==> src/common/uart_defines.svh <==
/*
 * Compile-time UART and FIFO parameters. The baud rate follows from the
 * clock frequency divided by UART_CLKS_PER_BIT. Keep the FIFO depth a power of two
 */

`ifndef UART_DEFINES_SVH
`define UART_DEFINES_SVH

// Bits per serial byte, no parity
`define UART_DATA_BITS 8

// Both FIFOs hold 2**4 = 16 words
`define UART_FIFO_LOG2_DEPTH 4

// Clock cycles per serial bit
// Keep it even and at least 4 so the mid-bit sample point exists
`define UART_CLKS_PER_BIT 8

`endif
==> src/common/uart_pkg.sv <==
/*
 * Serial-side types. State encodings are internal and may change
 */

`include "uart_defines.svh"

package uart_pkg;

    // One data byte on the line
    typedef logic [`UART_DATA_BITS-1:0] uart_byte_t;

    // Counts cycles inside one serial bit
    typedef logic [$clog2(`UART_CLKS_PER_BIT):0] bit_timer_t;

    typedef enum logic [1:0] {
        TX_IDLE,
        TX_START,
        TX_DATA,
        TX_STOP
    } tx_state_e;

    typedef enum logic [1:0] {
        RX_IDLE,
        RX_START,
        RX_DATA,
        RX_STOP
    } rx_state_e;

endpackage

==> src/common/fifo_pkg.sv <==
/*
 * FIFO index and word count types, sized from UART_FIFO_LOG2_DEPTH
 */

`include "uart_defines.svh"

package fifo_pkg;

    // Zero up to full depth, so one bit wider than an index
    typedef logic [`UART_FIFO_LOG2_DEPTH:0] fifo_count_t;

    // Read or write position in the register array
    typedef logic [`UART_FIFO_LOG2_DEPTH-1:0] fifo_ptr_t;

endpackage

==> src/common/uart_fifo_if.sv <==
/*
 * Write and read sides of one byte FIFO.
 * rdata is valid whenever count is nonzero
 */

`timescale 1ns/1ps

interface uart_fifo_if;
    import uart_pkg::*;
    import fifo_pkg::*;

    logic        we;
    uart_byte_t  wdata;
    logic        re;
    uart_byte_t  rdata;
    fifo_count_t count;

    modport fifo (
        input  we,
        input  wdata,
        input  re,
        output rdata,
        output count
    );

    modport producer (
        output we,
        output wdata
    );

    modport consumer (
        output re,
        input  rdata,
        input  count
    );

endinterface

==> src/uart/uart_top.sv <==
/*
 * Serial port with 16-word transmit and receive FIFOs. Fixed baud divider,
 * 8N1 only. Counts come straight from the FIFOs with no extra register stage
 */

`timescale 1ns/1ps

`include "uart_defines.svh"

module uart_top (
    input  logic                  i_clk,
    input  logic                  i_nrst,
    input  logic                  i_tx_we,
    input  uart_pkg::uart_byte_t  i_tx_wdata,
    output fifo_pkg::fifo_count_t o_tx_count,
    input  logic                  i_rx_re,
    output uart_pkg::uart_byte_t  o_rx_rdata,
    output fifo_pkg::fifo_count_t o_rx_count,
    output logic                  o_txd,
    input  logic                  i_rxd,
    output logic                  o_tx_busy,
    output logic                  o_frame_err
);

    uart_fifo_if tx_fifo_bus ();
    uart_fifo_if rx_fifo_bus ();

    // Host writes the transmit FIFO
    assign tx_fifo_bus.we    = i_tx_we;
    assign tx_fifo_bus.wdata = i_tx_wdata;
    assign o_tx_count        = tx_fifo_bus.count;

    // Host reads the receive FIFO
    assign rx_fifo_bus.re = i_rx_re;
    assign o_rx_rdata     = rx_fifo_bus.rdata;
    assign o_rx_count     = rx_fifo_bus.count;

    sfifo #(
        .dbits      (`UART_DATA_BITS),
        .log2_depth (`UART_FIFO_LOG2_DEPTH)
    ) tx_fifo (
        .i_clk  (i_clk),
        .i_nrst (i_nrst),
        .bus    (tx_fifo_bus.fifo)
    );

    sfifo #(
        .dbits      (`UART_DATA_BITS),
        .log2_depth (`UART_FIFO_LOG2_DEPTH)
    ) rx_fifo (
        .i_clk  (i_clk),
        .i_nrst (i_nrst),
        .bus    (rx_fifo_bus.fifo)
    );

    uart_tx u_tx (
        .i_clk     (i_clk),
        .i_nrst    (i_nrst),
        .fifo      (tx_fifo_bus.consumer),
        .o_txd     (o_txd),
        .o_tx_busy (o_tx_busy)
    );

    uart_rx u_rx (
        .i_clk       (i_clk),
        .i_nrst      (i_nrst),
        .i_rxd       (i_rxd),
        .fifo        (rx_fifo_bus.producer),
        .o_frame_err (o_frame_err)
    );

endmodule

==> src/uart/uart_rx.sv <==
/*
 * 8N1 receiver with two-flop input synchronizer and mid-bit sampling.
 * Good bytes are pushed without a fullness check, so a full FIFO drops them.
 * A low stop bit drops the byte and pulses o_frame_err
 */

`timescale 1ns/1ps

`include "uart_defines.svh"

module uart_rx (
    input  logic i_clk,
    input  logic i_nrst,
    input  logic i_rxd,
    uart_fifo_if.producer fifo,
    output logic o_frame_err
);
    import uart_pkg::*;

    localparam int IDX_W = $clog2(`UART_DATA_BITS);
    localparam bit_timer_t BIT_LAST = bit_timer_t'(`UART_CLKS_PER_BIT - 1);
    localparam bit_timer_t HALF_BIT = bit_timer_t'(`UART_CLKS_PER_BIT / 2 - 1);
    localparam logic [IDX_W-1:0] IDX_LAST = IDX_W'(`UART_DATA_BITS - 1);

    logic [1:0]       rxd_sync;
    logic             rxd_s;
    rx_state_e        state;
    bit_timer_t       timer;
    logic [IDX_W-1:0] bit_idx;
    uart_byte_t       shreg;

    logic bit_end;
    logic sample;

    // Idle line is high, so the synchronizer resets to one
    always_ff @(posedge i_clk or negedge i_nrst) begin
        if (!i_nrst) begin
            rxd_sync <= 2'b11;
        end else begin
            rxd_sync <= {rxd_sync[0], i_rxd};
        end
    end

    assign rxd_s   = rxd_sync[1];
    assign bit_end = (timer == BIT_LAST);
    assign sample  = (state == RX_DATA) && bit_end;

    // Bits arrive LSB first, so new bits enter at the top
    always_ff @(posedge i_clk) begin
        if (sample) begin
            shreg <= {rxd_s, shreg[`UART_DATA_BITS-1:1]};
        end
    end

    assign fifo.wdata = shreg;

    always_ff @(posedge i_clk or negedge i_nrst) begin
        if (!i_nrst) begin
            state       <= RX_IDLE;
            timer       <= '0;
            bit_idx     <= '0;
            fifo.we     <= 1'b0;
            o_frame_err <= 1'b0;
        end else begin
            fifo.we     <= 1'b0;
            o_frame_err <= 1'b0;
            case (state)
                RX_IDLE: begin
                    timer <= '0;
                    if (!rxd_s) begin
                        state <= RX_START;
                    end
                end
                RX_START: begin
                    // Recheck the start bit at its middle
                    if (timer == HALF_BIT) begin
                        timer   <= '0;
                        bit_idx <= '0;
                        state   <= rxd_s ? RX_IDLE : RX_DATA;
                    end else begin
                        timer <= timer + 1'b1;
                    end
                end
                RX_DATA: begin
                    if (bit_end) begin
                        timer <= '0;
                        if (bit_idx == IDX_LAST) begin
                            state <= RX_STOP;
                        end else begin
                            bit_idx <= bit_idx + 1'b1;
                        end
                    end else begin
                        timer <= timer + 1'b1;
                    end
                end
                RX_STOP: begin
                    if (bit_end) begin
                        timer <= '0;
                        state <= RX_IDLE;
                        if (rxd_s) begin
                            fifo.we <= 1'b1;
                        end else begin
                            o_frame_err <= 1'b1;
                        end
                    end else begin
                        timer <= timer + 1'b1;
                    end
                end
                default: state <= RX_IDLE;
            endcase
        end
    end

    // A frame ends in exactly one single-cycle outcome
    a_one_outcome: assert property (
        @(posedge i_clk) disable iff (!i_nrst)
        (fifo.we || o_frame_err) |-> !(fifo.we && o_frame_err) ##1 !(fifo.we || o_frame_err)
    ) else $error("uart_rx push and frame error overlap or repeat");

endmodule

==> src/uart/uart_tx.sv <==
/*
 * 8N1 serializer. Pops one byte whenever idle and the FIFO is nonempty.
 * No back-pressure toward the host; watch the FIFO count instead
 */

`timescale 1ns/1ps

`include "uart_defines.svh"

module uart_tx (
    input  logic i_clk,
    input  logic i_nrst,
    uart_fifo_if.consumer fifo,
    output logic o_txd,
    output logic o_tx_busy
);
    import uart_pkg::*;

    localparam int IDX_W = $clog2(`UART_DATA_BITS);
    localparam bit_timer_t BIT_LAST = bit_timer_t'(`UART_CLKS_PER_BIT - 1);
    localparam logic [IDX_W-1:0] IDX_LAST = IDX_W'(`UART_DATA_BITS - 1);

    tx_state_e        state;
    bit_timer_t       timer;
    logic [IDX_W-1:0] bit_idx;
    uart_byte_t       shreg;

    logic pop;
    logic bit_end;
    logic shift;

    assign pop     = (state == TX_IDLE) && (fifo.count != '0);
    assign bit_end = (timer == BIT_LAST);
    assign shift   = (state == TX_DATA) && bit_end && (bit_idx != IDX_LAST);

    assign fifo.re   = pop;
    assign o_tx_busy = (state != TX_IDLE);

    // Data shift register, LSB goes out first
    always_ff @(posedge i_clk) begin
        if (pop) begin
            shreg <= fifo.rdata;
        end else if (shift) begin
            shreg <= shreg >> 1;
        end
    end

    always_ff @(posedge i_clk or negedge i_nrst) begin
        if (!i_nrst) begin
            state   <= TX_IDLE;
            timer   <= '0;
            bit_idx <= '0;
            o_txd   <= 1'b1;
        end else begin
            case (state)
                TX_IDLE: begin
                    timer <= '0;
                    if (pop) begin
                        state <= TX_START;
                        o_txd <= 1'b0;
                    end
                end
                TX_START: begin
                    if (bit_end) begin
                        timer   <= '0;
                        bit_idx <= '0;
                        state   <= TX_DATA;
                        o_txd   <= shreg[0];
                    end else begin
                        timer <= timer + 1'b1;
                    end
                end
                TX_DATA: begin
                    if (bit_end) begin
                        timer <= '0;
                        if (bit_idx == IDX_LAST) begin
                            state <= TX_STOP;
                            o_txd <= 1'b1;
                        end else begin
                            bit_idx <= bit_idx + 1'b1;
                            // Next bit before the shift lands
                            o_txd   <= shreg[1];
                        end
                    end else begin
                        timer <= timer + 1'b1;
                    end
                end
                TX_STOP: begin
                    if (bit_end) begin
                        timer <= '0;
                        state <= TX_IDLE;
                    end else begin
                        timer <= timer + 1'b1;
                    end
                end
                default: state <= TX_IDLE;
            endcase
        end
    end

    // One pop per frame, and never from an empty FIFO
    a_re_pulse: assert property (
        @(posedge i_clk) disable iff (!i_nrst)
        fifo.re |-> (fifo.count != '0) ##1 !fifo.re
    ) else $error("uart_tx pop from empty FIFO or longer than one cycle");

    a_idle_high: assert property (
        @(posedge i_clk) disable iff (!i_nrst)
        (state == TX_IDLE) |-> o_txd
    ) else $error("uart_tx line low while idle");

endmodule

==> src/hw/sfifo.sv <==
/*
 * Synchronous FIFO with word count. A write when full is dropped unless a read
 * happens in the same cycle, and a read when empty is ignored. dbits and log2_depth
 * must match the widths carried by uart_fifo_if
 */

`timescale 1ns/1ps

module sfifo #(
    parameter int dbits = 8,
    parameter int log2_depth = 4
) (
    input logic i_clk,
    input logic i_nrst,
    uart_fifo_if.fifo bus
);
    import fifo_pkg::*;

    localparam int DEPTH = 1 << log2_depth;

    logic [dbits-1:0] mem [DEPTH];

    fifo_ptr_t   wr_ptr;
    fifo_ptr_t   rd_ptr;
    fifo_count_t count;

    logic full;
    logic empty;
    logic wr_ok;
    logic rd_ok;

    // Full is the top count bit, only set at exactly DEPTH words
    assign full  = count[log2_depth];
    assign empty = (count == '0);

    // A full FIFO still accepts a write when the head leaves in the same cycle
    assign wr_ok = bus.we && (!full || bus.re);
    assign rd_ok = bus.re && !empty;

    always_ff @(posedge i_clk) begin
        if (wr_ok) begin
            mem[wr_ptr] <= bus.wdata;
        end
    end

    always_ff @(posedge i_clk or negedge i_nrst) begin
        if (!i_nrst) begin
            wr_ptr <= '0;
            rd_ptr <= '0;
            count  <= '0;
        end else begin
            if (wr_ok) begin
                wr_ptr <= wr_ptr + 1'b1;
            end
            if (rd_ok) begin
                rd_ptr <= rd_ptr + 1'b1;
            end
            case ({wr_ok, rd_ok})
                2'b10:   count <= count + 1'b1;
                2'b01:   count <= count - 1'b1;
                default: count <= count;
            endcase
        end
    end

    // Head word straight from the array, zero while empty
    assign bus.rdata = empty ? '0 : mem[rd_ptr];
    assign bus.count = count;

    a_count_bound: assert property (
        @(posedge i_clk) disable iff (!i_nrst)
        count <= fifo_count_t'(DEPTH)
    ) else $error("sfifo count above depth");

    // Write and read that both land must leave the fill level alone
    a_count_hold: assert property (
        @(posedge i_clk) disable iff (!i_nrst)
        (bus.we && bus.re && !empty) |=> $stable(count)
    ) else $error("sfifo count moved on simultaneous write and read");

endmodule

==> config.mk <==
export PLATFORM = sky130hd
export DESIGN_NAME = uart_top
export DESIGN_NICKNAME = d
export VERILOG_FILES = /design/src/common/uart_pkg.sv /design/src/common/fifo_pkg.sv /design/src/common/uart_fifo_if.sv /design/src/uart/uart_top.sv /design/src/uart/uart_rx.sv /design/src/uart/uart_tx.sv /design/src/hw/sfifo.sv
export VERILOG_INCLUDE_DIRS = /design/src /design/src/common
export SDC_FILE = /design/constraint.sdc
export NUM_CORES = 1
export LEC_CHECK = 0
export BUFFER_PORTS_ARGS = -buffer_cell sky130_fd_sc_hd__buf_2
export CORE_MARGIN = 2
export CORE_UTILIZATION = 55
export CTS_CLUSTER_DIAMETER = 120
export DETAILED_ROUTE_END_ITERATION = 12
export PLACE_DENSITY = 0.72
export SLEW_MARGIN = 30
export SYNTH_ARGS = -nofsm -noshare
export SYNTH_HDL_FRONTEND = slang
export SYNTH_SLANG_ARGS = --single-unit
export TNS_END_PERCENT = 30
==> constraint.sdc <==
create_clock -name i_clk -period 8.7 [get_ports i_clk]
set_clock_uncertainty 0.2 [all_clocks]
set_input_delay 0.435 -clock i_clk [delete_from_list [all_inputs] [get_ports i_clk]]
set_output_delay 0.435 -clock i_clk [all_outputs]
set_load 0.05 [all_outputs]
==> results.py, run 1 <==
metrics = {
    "worst_setup_path": {
        "path_buf_inv": 2,
        "crit_start": "rx_fifo.rd_ptr[0]$_DFFE_PN0P_",
        "path_cells": "buf_4 -> mux4_2 -> mux2i_1 -> o22ai_1 -> buf_2",
        "cp_slowest_cell": "mux4_2",
        "regToRegSetupSlack_ns": 5.42,
        "crit_path_end_kind": "primary output",
        "critical_path_depth": 5,
        "cp-endpoint": "o_rx_rdata[3]",
        "cp_slowest_stage_delay_ns": 0.58,
        "worstSetupStartpointType": "register",
        "cp_max_fo": 30,
        "r2r_end": "rx_fifo.bus.count[4]$_DFFE_PN0P_",
        "crit_family": "multiplexers",
        "critPathArrivalTime_ns": 2.76,
        "critPathKind": "reg -> out",
        "worstPathRequired_ns": 8.07,
        "r2r_start": "rx_fifo.bus.count[0]$_DFFE_PN0P_",
        "r2r_cells": 10,
    },
    "clocking": {
        "root_buffer": "clkbuf_16",
        "clk_latency_ns": 0.55,
        "cts_inserted_buffers": 31,
        "clockBufferDepth": 3,
        "holdBufCountCts": 2,
        "postCtsSetupBuffers": 0,
        "ctsResizeCount": 0,
        "clk_pin_slew_ns": 0.07,
        "cts.sinks": 321,
        "h-tree-depth": 1,
        "cts_tree": "built",
    },
    "global_routing": {
        "grt_pass1_vias": 6748,
        "grt_start_max_net_pins": 50,
        "grt_usage": 0.202,
        "antenna_found_initial": 0,
        "grt_pass1_wl_um": 37800,
        "grt_overflow": 0,
    },
    "yosys": {
        "synth_top_cell_area_share": 0.624,
        "yosys-top-cells-area": "edfxtp_1 (62%), mux4_2 (11%), dfrtp_1 (8.8%), ha_1 (2.8%), mux2i_1 (2.0%)",
        "seq_area_frac_synth": 0.718,
        "synthArstFlopShare": 0.153,
        "yosysWarnings": 0,
        "synth_top_area_cell": "edfxtp_1",
        "syn_avg_cell_area_um2": 18.1,
        "synth_cell_types": 52,
        "syn_area_mm2": 0.0131,
        "synth_edf_count": 272,
        "synth_seq_cells": 321,
        "netlist_instances": 723,
        "syn_nets": 766,
        "synth_ff_type": "edfxtp_1",
    },
    "finish": {
        "final_layout_size_suffix_gt1_frac": 0.220,
        "regArea_mm2": 0.00940,
        "finalNonFillerCells": 1111,
        "final_area_mm2": 0.0146,
        "fill_cells": 1651,
        "nets": 812,
        "n_antenna_cell": 0,
        "multiInputGateArea_mm2": 0.00342,
        "area_growth_pct": 11.4,
    },
    "die": {
        "start_util": 0.559,
        "placement_rows": 56,
        "core_mm2": 0.0234,
        "die_area_mm2": 0.0251,
        "die-height_um": 158,
        "io_pins": 34,
        "die_w_um": 158,
    },
    "routing": {
        "drtIter0Drc": 488,
        "wl_met2_um": 12600,
        "drc_errors": 0,
        "wl_met1_um": 9870,
        "ant_nets": 0,
        "via_count": 6483,
        "maxUsedRoutingLayer": "met4",
        "wl_per_cell_um": 21.8,
        "wl_um": 24200,
        "routed_via_density": 5.84,
        "drt_pre_antenna_iters": 5,
        "wl_met3_um": 1190,
    },
    "timing": {
        "tightest_slew_ns": 0.959,
        "timing.setup.tns_ns": 0,
        "final_max_slew_viol_count": 0,
        "fin_hold_ws_ns": 0.0797,
        "min_period_ns": 3.40,
        "clock.fmax_mhz": 294,
        "fin_crit_sh": 0.390,
        "relSlewSlack": 0.360,
        "final-setup-viol-count": 0,
        "hold_viol": 0,
        "rsz0062_at_grt": "no",
    },
    "placed_design": {
        "dp.cells": 1053,
        "gp_congestion": 0.786,
        "port_buffers": 33,
        "dpl-instance-area_mm2": 0.0136,
        "hpwlAfterDp_um": 15400,
    },
    "flow_run": {
        "maxCapViolCount": 0,
    },
    "min_path": {
        "hp-class": "in -> reg",
    },
    "outcome": {
        "status": "finished clean",
    },
    "power": {
        "p_per_area_mw_per_mm2": 330,
        "vdd_ir_drop_max_uv": 255,
        "power_leakage_nw": 5.08,
    },
}
cell usage after synthesis (3+ instances only):
library cell  instances
edfxtp_1            272
mux4_2               64
dfrtp_1              46
nand2_1              44
nor2_1               32
ha_1                 29
inv_1                26
mux2i_1              26
o21ai_0              21
xnor2_1              18
a21oi_1              11
clkbuf_1             10
nor3_1                9
and2_1                8
buf_4                 8
o22ai_1               8
o221ai_1              7
xor2_1                7
a22o_1                5
buf_1                 5
buf_2                 5
mux2_2                5
nand2b_1              4
nand3_1               4
nor2b_1               4
nor4_1                4
a211oi_1              3
dfstp_2               3
nand4_1               3
nor3b_1               3
layer usage:
metal  vias up  GRT usage
met4         0     0.0545
met2       176      0.356
li1       2911          -
met3        41     0.0302
met1      3355      0.266
met5         -          0
cells by family (layout without fill, tap and decap cells):
kind of cell    count (synthesis)  after routing  share of synthesized area
flops                         321            321                      0.718
compound gates                 68             68                     0.0345
fa+ha+maj                      30             30                     0.0292
xor+xnor                       25             25                     0.0167
simple gates                  123            123                     0.0445
mux                            97             97                      0.136
buf+inv                        59            128                     0.0212
worst min-delay path by stage:
stage | cells after the start | slack (ns) | endpoint | start
final | 1 | 0.08 | tx_fifo.mem[14][7]$_DFFE_PP_ | i_tx_wdata[7]
after floorplan | 0 | -0.06 | asynchronous set/reset pin | i_nrst
after detailed placement | 0 | 0.15 | u_rx.rxd_sync[1]$_DFF_PN1_ | u_rx.rxd_sync[0]$_DFF_PN1_
after global routing | 1 | 0.08 | tx_fifo.mem[13][7]$_DFFE_PP_ | i_tx_wdata[7]
after global placement | 0 | 0.15 | u_rx.rxd_sync[1]$_DFF_PN1_ | u_rx.rxd_sync[0]$_DFF_PN1_
after CTS | 1 | 0.06 | tx_fifo.mem[0][7]$_DFFE_PP_ | i_tx_wdata[7]
power by group:
group,total (W),internal (W),switching (W)
clock network,0.00131,0.000767,0.000540
logic,0.00146,0.000612,0.000849
registers,0.00204,0.00183,0.000206
total,0.00481,0.00321,0.00160
cell usage in the layout (no fill, tap or decap), types with 5 or more instances in the layout:
master	count
and2_1	8
mux4_2	64
xnor2_1	18
inv_1	26
nor3_1	8
clkinv_1	6
ha_1	29
nand2_1	44
dfrtp_1	43
mux2_2	5
a22o_1	5
edfxtp_1	272
o21ai_0	21
nor2_1	32
a21oi_1	11
mux2i_1	26
xor2_1	7
clkinv_2	8
o22ai_1	8
clkbuf_16	31
buf_4	11
o221ai_1	7
buf_2	32
worst register-to-register path: cells and delay by family, from the launching register on:
family	cells	cell delay [ns]
flip-flops	1	0.43
AND/OR/NAND/NOR	5	1.42
XOR/XNOR	1	0.15
AO/OA/AOI/OAI	2	0.33
adder cells (fa/ha/maj)	2	0.62
stage by stage:
| stage | worst slack [ns] | util | total power, W |
|---|---|---|---|
| finish | 5.30 | 0.623 | 0.00481 |
| global route | 5.14 | 0.623 | 0.00504 |
| CTS | 5.22 | 0.623 | 0.00485 |
| detailed placement | 5.45 | 0.580 | 0.00354 |
| global placement | 5.62 | 0.579 | 0.00347 |
| floorplan | 5.45 | - | 0.00319 |
sequential cells by signal, summed over array words and instances, names as in the netlist, 2 cells and up, named ones only:
| signal | count |
|---|---|
| rx_fifo.wr_ptr | 4 |
| u_rx.fifo.wdata | 8 |
| u_tx.bit_idx | 3 |
| tx_fifo.rd_ptr | 4 |
| tx_fifo.bus.count | 5 |
| rx_fifo.mem | 128 |
| tx_fifo.mem | 128 |
| u_tx.shreg | 8 |
| u_rx.timer | 4 |
| rx_fifo.bus.count | 5 |
| u_tx.state | 2 |
| rx_fifo.rd_ptr | 4 |
| u_tx.timer | 4 |
| u_rx.rxd_sync | 2 |
| u_rx.bit_idx | 3 |
| tx_fifo.wr_ptr | 4 |
layout make-up:
type | count | share of cell area
Clock buffer | 35 | 0.0542
Timing Repair Buffer | 45 | 0.0180
Inverter | 27 | 0.00712
Tap cell | 319 | 0.0274
Clock inverter | 21 | 0.0141
Multi-Input combinational cell | 343 | 0.235
Sequential cell | 321 | 0.645
(Power assumes the default switching activity.)
==> run 2, diff against run 1 <==
==> constraint.sdc (replaced) <==
create_clock -name i_clk -period 3.15 [get_ports i_clk]
set_clock_uncertainty 0.2 [all_clocks]
set_input_delay 0.1575 -clock i_clk [delete_from_list [all_inputs] [get_ports i_clk]]
set_output_delay 0.1575 -clock i_clk [all_outputs]
set_load 0.05 [all_outputs]
==> run 2 against run 1 <==
Final area increased by 2.0%. Global-route usage is 0.22 points higher. Worst setup slack got worse by 5.1 ns. Hold slack got worse by 0.035 ns. Sequential cell count stayed put. Via count increased by 1.3%. Total power increased to 2.8 times the previous value. Count of clock-buffer cells in the layout up 5. Critical path depth is 6 higher. Sequential share of layout area shrank 1.3 points. Largest cell class unchanged.
==> results.py, run 2 (synthesis gave the netlist of run 1 again) <==
metrics = {
    "outcome": {
        "status": "finished clean",
    },
    "timing": {
        "fin_ws_ns": 0.188,
        "fin_hold_ws_ns": 0.0449,
        "fin_crit_sh": 0.940,
        "hold_viol": 0,
        "min_period_ns": 2.96,
        "timing.setup.tns_ns": 0,
        "clock.fmax_mhz": 338,
        "final_max_slew_viol_count": 0,
        "rsz0062_at_grt": "no",
        "relSlewSlack": 0.440,
        "tightest_slew_ns": 0.837,
        "final-setup-viol-count": 0,
    },
    "worst_setup_path": {
        "crit_path_end_kind": "register",
        "critPathArrivalTime_ns": 3.18,
        "cp_max_fo": 8,
        "critPathKind": "reg -> reg",
        "worstSetupStartpointType": "register",
        "worstPathRequired_ns": 3.37,
    },
    "finish": {
        "layout_common_cells": "edfxtp_1 (272), mux4_2 (64), nand2_1 (44)",
        "top_regs": "rx_fifo.mem: 128 flops, tx_fifo.mem: 128 flops",
        "fill_cells": 1643,
        "area_growth_pct": 13.7,
        "nets": 848,
        "final_layout_size_suffix_gt1_frac": 0.239,
        "n_antenna_cell": 0,
        "utilization": 0.636,
        "final_common_cell": "edfxtp_1",
    },
    "routing": {
        "drc_errors": 0,
        "wl_um": 24500,
        "routed_via_density": 5.73,
        "drt_pre_antenna_iters": 5,
        "ant_nets": 0,
        "via_count": 6567,
        "drtIter0Drc": 446,
        "wl_per_cell_um": 21.4,
    },
    "global_routing": {
        "antenna_found_initial": 0,
        "grt_pass1_wl_um": 38300,
        "grt_overflow": 0,
        "grt_start_max_net_pins": 36,
        "grt_pass1_vias": 6813,
        "grt_usage": 0.204,
    },
    "die": {
        "die_w_um": 158,
        "die-height_um": 158,
        "core_mm2": 0.0234,
        "die_area_mm2": 0.0251,
        "placement_rows": 56,
        "io_pins": 34,
        "start_util": 0.559,
    },
    "clocking": {
        "clockBufferDepth": 3,
        "clk_latency_ns": 0.54,
        "cts_inserted_buffers": 31,
        "root_buffer": "clkbuf_16",
        "cts_tree": "built",
        "clk_pin_slew_ns": 0.06,
        "h-tree-depth": 1,
        "cts.sinks": 321,
    },
    "placed_design": {
        "port_buffers": 33,
        "gp_congestion": 0.811,
        "post-place-ws_ns": 0.0369,
        "hpwlAfterDp_um": 15600,
    },
    "power": {
        "p_per_area_mw_per_mm2": 898,
        "power_leakage_nw": 5.24,
        "vdd_ir_drop_max_uv": 789,
    },
    "flow_run": {
        "maxCapViolCount": 0,
    },
    "min_path": {
        "hp-class": "in -> reg",
    },
}
[run 2: worst max-delay path, stage by stage, from the launching register on]
cell,delay (ns)
dfrtp_1,0.47
or4_4,0.59
o21ai_4,0.18
inv_4,0.07
ha_1,0.29
xor2_1,0.18
ha_1,0.23
inv_1,0.06
o21ai_0,0.08
a211oi_1,0.25
o21bai_1,0.12
xnor2_1,0.13
[run 2: final timing paths]
path | startpoint | end | slack, ns | depth (start not counted)
worst max-delay path | tx_fifo.bus.count[1]$_DFFE_PN0P_ | tx_fifo.bus.count[4]$_DFFE_PN0P_ | 0.19 | 11
worst min-delay path | i_rxd | u_rx.rxd_sync[0]$_DFF_PN1_ | 0.04 | 2
worst max register to register | tx_fifo.bus.count[1]$_DFFE_PN0P_ | tx_fifo.bus.count[4]$_DFFE_PN0P_ | 0.19 | 11
worst min register to register | u_rx.rxd_sync[0]$_DFF_PN1_ | u_rx.rxd_sync[1]$_DFF_PN1_ | 0.16 | 0
max in group asynchronous | i_nrst | tx_fifo.rd_ptr[3]$_DFFE_PN0P_ | 1.51 | 4
min in group asynchronous | i_nrst | asynchronous set/reset pin | 0.44 | 3
[run 2: layout make-up]
class,instances,area (um2),area share
clock buffers,40,810,0.0544
well taps,319,399,0.0268
repair buffers,81,583,0.0392
inverters,27,104,0.00698
clock inverters,15,150,0.0101
multi-input cells,343,3430,0.231
flip-flops and latches,321,9410,0.632
[run 2: timing repair]
action,in CTS,in global routing
setup buffers,0,0
endpoints found under the setup margin,0,4
hold buffers,14,0
gates resized for setup,0,4
endpoints found under the hold margin,183,0
[run 2: layer usage]
metal  vias to the layer above  wire length [um]  global-route usage
li1                       2980                 -                   -
met1                      3385              9960               0.273
met2                       152             12900               0.357
met3                        50              1120              0.0297
met4                         0               538              0.0532
met5                         -                 0                   0
[run 2: per-stage QoR]
step | area, um2 | power [W] | instances
3_5_place_dp | 13800 | 0.00992 | 1077
3_3_place_gp | 13800 | 0.00971 | 1077
4_1_cts | 14900 | 0.0135 | 1146
5_1_grt | 14900 | 0.0140 | 1146
6_report | 14900 | 0.0134 | 1146
2_1_floorplan | 13100 | 0.00882 | 723
[run 2: where the power goes]
group	switching (W)	internal [W]	leakage [nW]	total, W
sequential	0.000445	0.00507	3.05	0.00551
clock	0.00149	0.00205	0.467	0.00354
combinational	0.00249	0.00182	1.72	0.00431
total	0.00443	0.00893	5.24	0.0134
